**config.mk**
```make
export PLATFORM = sky130hd
export DESIGN_NAME = uart_loopback
export DESIGN_NICKNAME = d
export VERILOG_FILES = /design/src/hdl/uart_pkg.sv /design/src/hdl/uart_loopback.sv /design/src/hdl/rx_queue.sv /design/src/hdl/uart_rx.sv /design/src/hdl/uart_tx.sv
export SDC_FILE = /design/constraint.sdc
export NUM_CORES = 1
export LEC_CHECK = 0
export ABC_CLOCK_PERIOD_IN_PS = 2700
export BUFFER_PORTS_ARGS = -buffer_cell sky130_fd_sc_hd__buf_2
export CAP_MARGIN = 40
export CORE_MARGIN = 10
export CORE_UTILIZATION = 60
export DETAILED_ROUTE_END_ITERATION = 6
export PLACE_DENSITY_LB_ADDON = 0.3
export SETUP_SLACK_MARGIN = 0.05
export SLEW_MARGIN = 20
export SYNTH_ARGS = -nofsm -noshare
export SYNTH_HDL_FRONTEND = slang
export SYNTH_SLANG_ARGS = --single-unit
```
**constraint.sdc**
```tcl
create_clock -name clk -period 2.7 [get_ports clk]
set_input_delay 0.405 -clock clk [delete_from_list [all_inputs] [get_ports clk]]
set_output_delay 0.405 -clock clk [all_outputs]
set_load 0.03 [all_outputs]
```
**src/hdl/uart_pkg.sv**
```systemverilog
package uart_pkg;

	localparam int DATA_WIDTH = 8;              // data bits carried by one frame

	// one finished word as the receiver hands it to the queue
	typedef struct packed {
		logic [DATA_WIDTH-1:0] data;            // received byte, lsb was first on the line
		logic parity_err;                       // parity bit disagreed with the data
		logic frame_err;                        // stop bit sampled low
	} rx_word_t;

	// start + data + optional parity + stop
	function automatic int frame_bits(input bit parity_en);
		int bits;
		bits = DATA_WIDTH + 2;                  // start and stop
		if (parity_en) begin
			bits = bits + 1;                    // parity slot between data and stop
		end
		return bits;
	endfunction

	// counter width for a modulo-n count, never below one bit
	function automatic int cnt_width(input int n);
		return (n > 1) ? $clog2(n) : 1;
	endfunction

	// parity bit to put on the line for a data word
	function automatic logic data_parity(
		input logic [DATA_WIDTH-1:0] data,
		input bit odd                           // 0 even, 1 odd
	);
		return (^data) ^ odd;                   // odd flips the even result
	endfunction

endpackage
```
**src/hdl/uart_loopback.sv**
```systemverilog
`timescale 1ns/1ns

module uart_loopback import uart_pkg::*; #(
	parameter int CLKS_PER_BIT = 8,            // clock cycles per serial bit
	parameter bit PARITY_EN = 1'b1,
	parameter bit PARITY_ODD = 1'b0,           // 0 even, 1 odd
	parameter int QUEUE_DEPTH = 4              // receive queue entries, power of two
) (
	input logic clk,
	input logic reset,
	input logic i_tx_en,                       // send strobe
	input logic [DATA_WIDTH-1:0] i_tx_data,
	output logic o_tx_busy,
	output logic o_serial_out,                 // transmit line
	input logic i_serial_in,                   // receive line, async
	output rx_word_t o_rx_word,                // oldest queued word
	output logic o_rx_valid,                   // queue not empty
	input logic i_rx_read,                     // pop pulse
	output logic o_rx_overflow                 // word dropped at full queue
);

	rx_word_t rx_word;                         // receiver to queue
	logic rx_word_valid;

	uart_tx #(
		.CLKS_PER_BIT(CLKS_PER_BIT),
		.PARITY_EN(PARITY_EN),
		.PARITY_ODD(PARITY_ODD)
	) uart_tx_i (
		.clk(clk),
		.reset(reset),
		.i_en(i_tx_en),
		.i_data(i_tx_data),
		.o_busy(o_tx_busy),
		.o_serial(o_serial_out)
	);

	uart_rx #(
		.CLKS_PER_BIT(CLKS_PER_BIT),
		.PARITY_EN(PARITY_EN),
		.PARITY_ODD(PARITY_ODD)
	) uart_rx_i (
		.clk(clk),
		.reset(reset),
		.i_serial(i_serial_in),
		.o_word(rx_word),
		.o_word_valid(rx_word_valid)
	);

	rx_queue #(
		.QUEUE_DEPTH(QUEUE_DEPTH)
	) rx_queue_i (
		.clk(clk),
		.reset(reset),
		.i_wr(rx_word_valid),
		.i_wr_word(rx_word),
		.i_rd(i_rx_read),
		.o_rd_word(o_rx_word),
		.o_not_empty(o_rx_valid),
		.o_overflow(o_rx_overflow)
	);

endmodule

```
**src/hdl/rx_queue.sv**
```systemverilog
`timescale 1ns/1ns

module rx_queue import uart_pkg::*; #(
	parameter int QUEUE_DEPTH = 4              // power of two
) (
	input logic clk,
	input logic reset,
	input logic i_wr,                          // write strobe from the receiver
	input rx_word_t i_wr_word,
	input logic i_rd,                          // pop pulse, ignored when empty
	output rx_word_t o_rd_word,                // oldest entry
	output logic o_not_empty,
	output logic o_overflow                    // pulse per dropped word
);

	localparam int PTR_W = cnt_width(QUEUE_DEPTH);

	rx_word_t mem [QUEUE_DEPTH];
	logic [PTR_W-1:0] wr_ptr;
	logic [PTR_W-1:0] rd_ptr;
	logic [PTR_W:0] count;                     // occupancy, 0..QUEUE_DEPTH
	logic full;
	logic do_rd;
	logic do_wr;

	assign full = (count == (PTR_W + 1)'(QUEUE_DEPTH));
	assign o_not_empty = (count != '0);
	assign do_rd = i_rd && o_not_empty;
	assign do_wr = i_wr && (!full || do_rd);   // a pop frees the slot in the same cycle
	assign o_rd_word = mem[rd_ptr];

	always_ff @(posedge clk) begin
		if (reset) begin
			wr_ptr <= '0;
			rd_ptr <= '0;
			count <= '0;
			o_overflow <= 1'b0;
		end else begin
			if (do_wr) begin
				wr_ptr <= wr_ptr + 1'b1;       // wraps, depth is a power of two
			end
			if (do_rd) begin
				rd_ptr <= rd_ptr + 1'b1;
			end
			case ({do_wr, do_rd})
				2'b10: count <= count + 1'b1;
				2'b01: count <= count - 1'b1;
				default: count <= count;       // none, or push and pop together
			endcase
			o_overflow <= i_wr && !do_wr;      // word arrived at a full queue
		end
	end

	always_ff @(posedge clk) begin
		if (do_wr) begin
			mem[wr_ptr] <= i_wr_word;
		end
	end

endmodule

```
**src/hdl/uart_rx.sv**
```systemverilog
`timescale 1ns/1ns

module uart_rx import uart_pkg::*; #(
	parameter int CLKS_PER_BIT = 8,            // clock cycles per serial bit
	parameter bit PARITY_EN = 1'b1,            // parity slot expected
	parameter bit PARITY_ODD = 1'b0            // 0 even, 1 odd
) (
	input logic clk,
	input logic reset,
	input logic i_serial,                      // async line
	output rx_word_t o_word,                   // finished word
	output logic o_word_valid                  // one-cycle strobe with o_word
);

	localparam int FRAME_BITS = frame_bits(PARITY_EN);
	localparam int CNT_W = cnt_width(CLKS_PER_BIT);
	localparam int BIT_W = cnt_width(FRAME_BITS);
	localparam int HALF_BIT = (CLKS_PER_BIT > 1) ? CLKS_PER_BIT / 2 : 1;

	typedef enum logic [2:0] {
		S_IDLE,                                // hunting for a falling edge
		S_START,                               // confirm start low at its middle
		S_DATA,
		S_PARITY,
		S_STOP,
		S_WAIT_HIGH                            // after a frame error, wait for idle level
	} rx_state_t;

	rx_state_t state;
	logic [2:0] sync;                          // three-flop synchronizer
	logic line;                                // synchronized line
	logic [CNT_W-1:0] clk_cnt;                 // cycles since the last sample point
	logic [BIT_W-1:0] bit_cnt;                 // frame position, data bits are 1..DATA_WIDTH
	logic tick;                                // sample point of the current bit
	logic [DATA_WIDTH-1:0] data_sr;            // data shifted in lsb first
	logic parity_err;

	always_ff @(posedge clk) begin
		if (reset) begin
			sync <= '1;                        // idle level, no false start out of reset
		end else begin
			sync <= {sync[1:0], i_serial};
		end
	end

	assign line = sync[2];

	// half a bit into the start bit, a full bit for each one after
	always_comb begin
		case (state)
			S_START: tick = (clk_cnt == CNT_W'(HALF_BIT - 1));
			S_DATA, S_PARITY, S_STOP: tick = (clk_cnt == CNT_W'(CLKS_PER_BIT - 1));
			default: tick = 1'b0;
		endcase
	end

	always_ff @(posedge clk) begin
		if (reset) begin
			clk_cnt <= '0;
		end else if (tick || state == S_IDLE || state == S_WAIT_HIGH) begin
			clk_cnt <= '0;                     // restart timing from each sample point
		end else begin
			clk_cnt <= clk_cnt + 1'b1;
		end
	end

	always_ff @(posedge clk) begin
		if (reset) begin
			state <= S_IDLE;
			bit_cnt <= '0;
			o_word_valid <= 1'b0;
		end else begin
			o_word_valid <= 1'b0;
			case (state)
				S_IDLE: begin
					if (!line) begin
						state <= S_START;      // falling edge, line was high to get here
					end
				end
				S_START: begin
					if (tick) begin
						bit_cnt <= BIT_W'(1);
						state <= line ? S_IDLE : S_DATA;  // high again means a glitch
					end
				end
				S_DATA: begin
					if (tick) begin
						bit_cnt <= bit_cnt + 1'b1;
						if (bit_cnt == BIT_W'(DATA_WIDTH)) begin
							state <= PARITY_EN ? S_PARITY : S_STOP;
						end
					end
				end
				S_PARITY: begin
					if (tick) begin
						state <= S_STOP;
					end
				end
				S_STOP: begin
					if (tick) begin
						o_word_valid <= 1'b1;  // word leaves the cycle after the stop sample
						state <= line ? S_IDLE : S_WAIT_HIGH;
					end
				end
				S_WAIT_HIGH: begin
					if (line) begin
						state <= S_IDLE;
					end
				end
				default: state <= S_IDLE;
			endcase
		end
	end

	// word assembly
	always_ff @(posedge clk) begin
		if (state == S_START) begin
			parity_err <= 1'b0;                // stays clear when no parity slot
		end
		if (tick && state == S_DATA) begin
			data_sr <= {line, data_sr[DATA_WIDTH-1:1]};
		end
		if (tick && state == S_PARITY) begin
			parity_err <= (line != data_parity(data_sr, PARITY_ODD));
		end
		if (tick && state == S_STOP) begin
			o_word.data <= data_sr;
			o_word.parity_err <= parity_err;
			o_word.frame_err <= !line;         // stop must be high
		end
	end

endmodule

```
**src/hdl/uart_tx.sv**
```systemverilog
`timescale 1ns/1ns

module uart_tx import uart_pkg::*; #(
	parameter int CLKS_PER_BIT = 8,            // clock cycles per serial bit
	parameter bit PARITY_EN = 1'b1,            // parity slot present
	parameter bit PARITY_ODD = 1'b0            // 0 even, 1 odd
) (
	input logic clk,
	input logic reset,
	input logic i_en,                          // send strobe, dropped while busy
	input logic [DATA_WIDTH-1:0] i_data,       // byte taken with the strobe
	output logic o_busy,                       // high for the whole frame
	output logic o_serial                      // line, idles high
);

	localparam int FRAME_BITS = frame_bits(PARITY_EN);
	localparam int CNT_W = cnt_width(CLKS_PER_BIT);
	localparam int BIT_W = cnt_width(FRAME_BITS);

	logic [CNT_W-1:0] clk_cnt;                 // cycles spent in the current bit
	logic [BIT_W-1:0] bit_cnt;                 // position of the bit on the line
	logic [FRAME_BITS-1:0] frame;              // full frame, start bit in bit 0
	logic [FRAME_BITS-2:0] shift_reg;          // bits still to go after the one on the line
	logic accept;                              // strobe taken this cycle
	logic bit_end;                             // last cycle of the current bit
	logic last_bit;                            // current bit is the stop bit

	assign accept = i_en && !o_busy;
	assign bit_end = (clk_cnt == CNT_W'(CLKS_PER_BIT - 1));
	assign last_bit = (bit_cnt == BIT_W'(FRAME_BITS - 1));

	// frame layout, lsb goes out first
	always_comb begin
		frame = '1;                            // stop bit and any unused slot high
		frame[0] = 1'b0;                       // start
		frame[DATA_WIDTH:1] = i_data;          // data lsb first
		if (PARITY_EN) begin
			frame[DATA_WIDTH+1] = data_parity(i_data, PARITY_ODD);
		end
	end

	// busy, bit timing and the registered line
	always_ff @(posedge clk) begin
		if (reset) begin
			o_busy <= 1'b0;
			o_serial <= 1'b1;                  // line idles high
			clk_cnt <= '0;
			bit_cnt <= '0;
		end else if (accept) begin
			o_busy <= 1'b1;
			o_serial <= frame[0];              // start bit shows from the next cycle
			clk_cnt <= '0;
			bit_cnt <= '0;
		end else if (o_busy) begin
			if (bit_end) begin
				clk_cnt <= '0;
				if (last_bit) begin
					o_busy <= 1'b0;            // stop bit done, free next cycle
					o_serial <= 1'b1;
				end else begin
					o_serial <= shift_reg[0];  // next bit onto the line
					bit_cnt <= bit_cnt + 1'b1;
				end
			end else begin
				clk_cnt <= clk_cnt + 1'b1;
			end
		end
	end

	// frame shifter, loaded with everything after the start bit
	always_ff @(posedge clk) begin
		if (accept) begin
			shift_reg <= frame[FRAME_BITS-1:1];
		end else if (o_busy && bit_end) begin
			shift_reg <= {1'b1, shift_reg[FRAME_BITS-2:1]};  // fill with idle level
		end
	end

endmodule

```
== Word-level counts from Yosys, hierarchy flattened ==
Memories as Yosys holds them, arrays and structs flattened. A register that Yosys moved wholly into a read port is not among the register bits.
Cells that the tools add are included.

* Bits of input ports: 13
* Bits in latches: 0
* Memory bits (read-only): 0
* Register bits after elaboration: 59
* Memories: 1
* RAM bits: 40
* Word-level logic and storage cells: 117

* Mux-type cells: 33
* Add/subtract/negate cells: 8
* Equal/unequal tests: 21
* Reduce and logical (&&, ||, !) cells: 33
* Shift operators: 0
* Divide/modulo/power cells: 0
* $lt $le $gt $ge: 0
* $mul: 0
* Bitwise logic cells: 2

{| class="wikitable"
|+ Memories
! memory !! depth !! width !! read ports !! clocked after memory_dff !! wr ports !! RTL line !! RTL
|-
| rx_queue_i.mem || 4 || 10 || 1 || 1 || 1 || rx_queue.sv:18 || <nowiki>rx_word_t mem [QUEUE_DEPTH];</nowiki>
|}

{| class="wikitable"
|+ Operators with widths
! cell !! count
|-
| $mux 3 || 9
|-
| $mux 9 || 2
|-
| $pmux 3 s6 || 1
|-
| $reduce_xor 8->1 || 2
|-
| $eq 3x3->1 const B || 5
|-
| $mux 1 || 13
|-
| $ne 2x1->1 const B || 6
|-
| $reduce_bool 2->1 || 6
|-
| $add 3x1->3 const B || 3
|-
| $eq 3x2->1 const B || 3
|-
| $add 4x1->4 const B || 2
|-
| $eq 4x4->1 const B || 2
|-
| $logic_and 1x1->1 || 8
|-
| $mux 4 || 2
|-
| $pmux 4 s2 || 1
|-
| $reduce_and 7->1 || 1
|-
| $mux 2 || 3
|-
| $pmux 3 s2 || 1
|-
| $reduce_and 3->1 || 2
|-
| $reduce_or 2->1 || 3
|-
| $add 2x1->2 const B || 2
|-
| $logic_not 1->1 || 4
|-
| $eq 3x1->1 const B || 1
|-
| $logic_not 3->1 || 1
|-
| 11 further kinds || 14
|}

== Longest topological paths before layout ==
* Depth after elaboration: 6
* Gate-level depth with buffers: 9
* Mapped depth without buffers: 9

== Cells and area by module ==
Synthesis repeated with hierarchy kept, for this count alone.

* Cell total of the unflattened synthesis: 292
* Area, all modules: 4,241.6 sq um

{| class="wikitable"
|+ Modules (own cells, without submodules)
! module !! cells each !! area an instance (sq um) !! times used
|-
| rx_queue || 111 || 1,998.2 || 1
|-
| uart_rx || 105 || 1,361.3 || 1
|-
| uart_tx || 76 || 882.1 || 1
|}

== Worst setup path before layout ==
OpenSTA, ideal clock, no wires.

* Kind: input-to-reg
* Start: in i_rx_read
* End: reg rx_queue_i.count[2]
* Slack: 0.355 ns
* Data arrival time: 2.274 ns
* Buffers on the path: 0
* Stages: 9
* Cells stage by stage: or4b_4 -> and2_4 -> clkinv_4 -> ha_1 -> inv_1 -> fa_1 -> xor2_1 -> or3_1 -> a21oi_1

* Cells in the longest elaborated chain, start to end: 5
* Elaborated cells on any way between the ends: 7

{| class="wikitable"
|+ Ends and longest elaborated chain
! what !! RTL line !! RTL
|-
| from (decl) || uart_loopback.sv:18 || <nowiki>input logic i_rx_read,</nowiki>
|-
| $logic_and 1x1->1 * || rx_queue.sv:28 || <nowiki>assign do_rd = i_rd && o_not_empty;</nowiki>
|-
| $logic_or 1x1->1 || rx_queue.sv:29 || <nowiki>assign do_wr = i_wr && (!full || do_rd);</nowiki>
|-
| $logic_and 1x1->1 || rx_queue.sv:29 ||
|-
| $eq 2x1->1 / $eq 2x2->1 (equally long branches) || rx_queue.sv:45 || <nowiki>case ({do_wr, do_rd})</nowiki>
|-
| $pmux 3 s2 / $reduce_bool 2->1 (equally long branches) || -- ||
|-
| to (signal assigned) || rx_queue.sv:46 || <nowiki>2'b10: count <= count + 1'b1;</nowiki>
|-
| to (signal assigned) || rx_queue.sv:47 || <nowiki>2'b01: count <= count - 1'b1;</nowiki>
|-
| to (signal assigned) || rx_queue.sv:48 || <nowiki>default: count <= count;</nowiki>
|-
| to (decl) || rx_queue.sv:21 || <nowiki>logic [PTR_W:0] count;</nowiki>
|}

Mark *: on every way between the ends. The rest lies on a longest branch, timed or not.
A chain may end at the register's enable or synchronous reset.

== Worst setup path in the final report ==
* Start: reg rx_queue_i.count[0]
* End: reg rx_queue_i.count[2]

* Cells in the longest elaborated chain, start to end: 6
* Elaborated cells on any way between the ends: 12

{| class="wikitable"
|+ Ends and longest elaborated chain
! what !! RTL line
|-
| $eq 3x3->1 / $reduce_bool 3->1 (equally long branches) || rx_queue.sv:26, rx_queue.sv:27
|-
| $logic_not 1->1 / $logic_and 1x1->1 (equally long branches) || rx_queue.sv:29, rx_queue.sv:28
|-
| $logic_or 1x1->1 || rx_queue.sv:29
|-
| $logic_and 1x1->1 || rx_queue.sv:29
|-
| $eq 2x1->1 / $eq 2x2->1 (equally long branches) || rx_queue.sv:45
|-
| $pmux 3 s2 / $reduce_bool 2->1 (equally long branches) || --
|}

Parallel ways exist; a longest one is shown, timed or not.

==> results.yml <==
status:
  status: "finished clean"
placed_design:
  hpwlAfterDp_mm: 4.217
  gp_congestion: 0.7827
  post_dp_cell_area_mm2: 0.004338
  port_buffers: 26
  place_ws_ns: 0.1108
final_layout:
  fillers: 509
  ff_latch_area_mm2: 0.002703
  multi_input_area_mm2: 0.001333
  areaGrowthSynthToFinish_pct: 9.241
  n_antenna_cell: 0
  largest_reg_flops: 40
  fin_area_mm2: 0.004541
  nets: 359
  drive_gt1_share_pct: 20.41
floorplanning:
  die_area_mm2: 0.01066
  die_x_um: 103.2
  coreArea_mm2: 0.006756
  io-pin-count: 27
  rows: 30
  die_h_um: 103.2
  initial_core_util_pct: 61.52
synthesis:
  synth-edff-count: 68
  async_reset_ff_share_pct: 0
  yosysWarnings: 0
  synth_cell_types: 48
  synth-seq-area-share_pct: 65.02
  synth_seq_cells: 101
  synthTopCellsByArea: "edfxtp_1 (49%), dfxtp_1 (16%), mux4_2 (5.4%)"
  syn_area_per_cell_um2: 13.54
  yosysTopAreaCellShare_pct: 49.13
  ys.flop_type: "edfxtp_1"
  synthesis.nets: 333
  syn_area_mm2: 0.004156
  synth_cells: 307
  yosysTopAreaCell: "edfxtp_1"
critical_path:
  reg2regPathDepth: 9
  end_kind: "flop"
  critical_path_class: "flop to flop"
  path_cells: "or4b_4, and2_4, clkinv_4, ha_1, inv_1, fa_1, xor2_1, or3_1, a21oi_1"
  r2r_end: "rx_queue_i.count[2]$_SDFFE_PP0P_"
  slowest_stage: "or4b_4"
  start_kind: "flop"
  path_buf_inv: 2
  cp.arrival_ns: 2.78
  critPathMaxFanout: 6
  path_delay_family: "simple AND/OR/NAND/NOR gates"
  cp.required_ns: 2.99
  r2r-start: "rx_queue_i.count[0]$_SDFFE_PP0P_"
  cp_slowest_stage_delay_ns: 0.59
  rrSetupSlack_ns: 0.21
sta:
  slew_viol_final: 0
  hold_slack_ns: 0.2215
  setup-tns-final_ns: 0
  timing.final.crit_share_pct: 92.13
  period_needed_ns: 2.488
  max_freq_mhz: 402.0
  hold_violations: 0
  worst_clock_skew_ns: 0.01011
  setup_violations: 0
  rsz0062_at_grt: "false"
  tightestPinTransition_ns: 0.7759
  layout_setup_ws_ns: 0.2124
  slew_headroom_pct: 48.17
min_path:
  hold_path_class: "input pin to flop"
  worst_hold_path.num_cells: 2
  min_from: "i_serial_in"
  hold_end: "uart_rx_i.sync[0]$_SDFF_PP1_"
power:
  p_int_uw: 2132
  irDropWorstVdd_v: 0.0002992
  sw_frac_of_total_pct: 21.60
  pwr-share-clk_pct: 35.5
  leakagePower_uw: 0.001600
  p_comb_share_pct: 3.2
  power_frac_seq_pct: 61.3
  power.density_mw_per_mm2: 598.9
  netSwitchingPower_uw: 587.4
clock_network:
  clock_sinks: 101
  ctsRootBufferMaster: "clkbuf_8"
  cts-htree-levels: 3
  clkSlewWorstSetupHoldPaths_ns: 0.10
  cts_buffer_depth: 2
  post_cts_resized: 0
  clk_latency_ns: 0.36
  post_cts_buffers: 0
  cts_tree: "yes"
  postCtsHoldBufs: 0
  cts_buffers: 9
run:
  drv_cap: 0
grt:
  grt_pass1_wl_mm: 10.64
  overflow: 0
  grt_pass1_vias: 2335
  track_usage_pct: 12.73
  antenna_found_initial: 0
  grt_start_max_net_pins: 31
routing:
  routed_via_density: 5.536
  first_pass_iters: 4
  drt_iter0_drc: 77
  wirelength_mm: 6.194
  vias: 2314
  drc: 0
  wl_per_cell_um: 14.82
  detail-route-antenna-nets: 0
==> cell type report <==
cell class                      count  share of cell area (%)
Timing Repair Buffer               28                   3.196
Clock inverter                      7                   1.736
Clock buffer                        9                   2.728
Multi-Input combinational cell    179                   29.35
Inverter                           14                   1.268
Tap cell                           80                   2.204
Sequential cell                   101                   59.52
==> cell usage in the layout, fill, tap and decap left out, drive strengths merged, types with 4 or more instances in the layout <==
master	n
and3	6
xor2	4
mux4	10
o21ai	7
ha	12
edfxtp	68
nor3b	6
dfxtp	33
nor2	21
nand2	35
xnor2	18
inv	17
clkbuf	9
buf	28
a21oi	15
nand2b	7
==> per-stage QoR <==
stage,cells,util [%],power (µW)
4_1_cts,418,67.20,2749
3_3_place_gp,402,64.20,1786
3_5_place_dp,402,64.20,1789
2_1_floorplan,307,-,1763
5_1_grt,418,67.20,2814
6_report,418,67.20,2719
==> power by group through the flow <==
stage	combinational [µW]	sequential (µW)	clock, µW
after floorplan	62.4	1700	0
after global placement	85.9	1700	0
after detailed placement	87.7	1700	0
after CTS	88.3	1670	995
after global routing	98.3	1670	1050
final	87.1	1670	967
==> routing by layer <==
layer	vias up	wire length [µm]	global-route usage, %
li1	1148	-	-
met1	1119	2864	15.56
met2	39	3023	20.82
met3	8	244	4.120
met4	0	62	4.385
met5	-	0	0
==> worst max-delay path by stage <==
stage                                          start                          endpoint  slack, ns  depth (start not counted)
CTS                 rx_queue_i.count[0]$_SDFFE_PP0P_  rx_queue_i.count[2]$_SDFFE_PP0P_       0.21                          9
global route        rx_queue_i.count[0]$_SDFFE_PP0P_  rx_queue_i.count[2]$_SDFFE_PP0P_       0.09                          9
floorplan                                  i_rx_read  rx_queue_i.count[2]$_SDFFE_PP0P_       0.35                          9
global placement                           i_rx_read  rx_queue_i.count[2]$_SDFFE_PP0P_       0.20                         10
finish              rx_queue_i.count[0]$_SDFFE_PP0P_  rx_queue_i.count[2]$_SDFFE_PP0P_       0.21                          9
detailed placement                         i_rx_read  rx_queue_i.count[2]$_SDFFE_PP0P_       0.11                         10
==> synthesized netlist by cell type (2+ instances only) <==
master     count
edfxtp_1      68
nand2_1       34
dfxtp_1       33
nor2_1        21
xnor2_1       18
a21oi_1       14
inv_1         13
ha_1          12
mux4_2        10
nand2b_1       7
clkbuf_1       6
nor3b_1        6
o21ai_0        6
and3_2         4
xor2_1         4
a31oi_1        3
buf_2          3
buf_4          3
nor2b_1        3
nor3_1         3
or2_2          3
a2111oi_0      2
and3_1         2
and3b_1        2
nand3_1        2
nand3b_1       2
nand4_1        2
==> cell families after synthesis <==
family	synth area share, %
compound gates	5.058
xor+xnor	5.177
fa+ha+maj	4.094
buf+inv	2.920
flops	65.02
mux	5.689
simple gates	12.04
No activity file was read; power rests on OpenSTA's default activity.
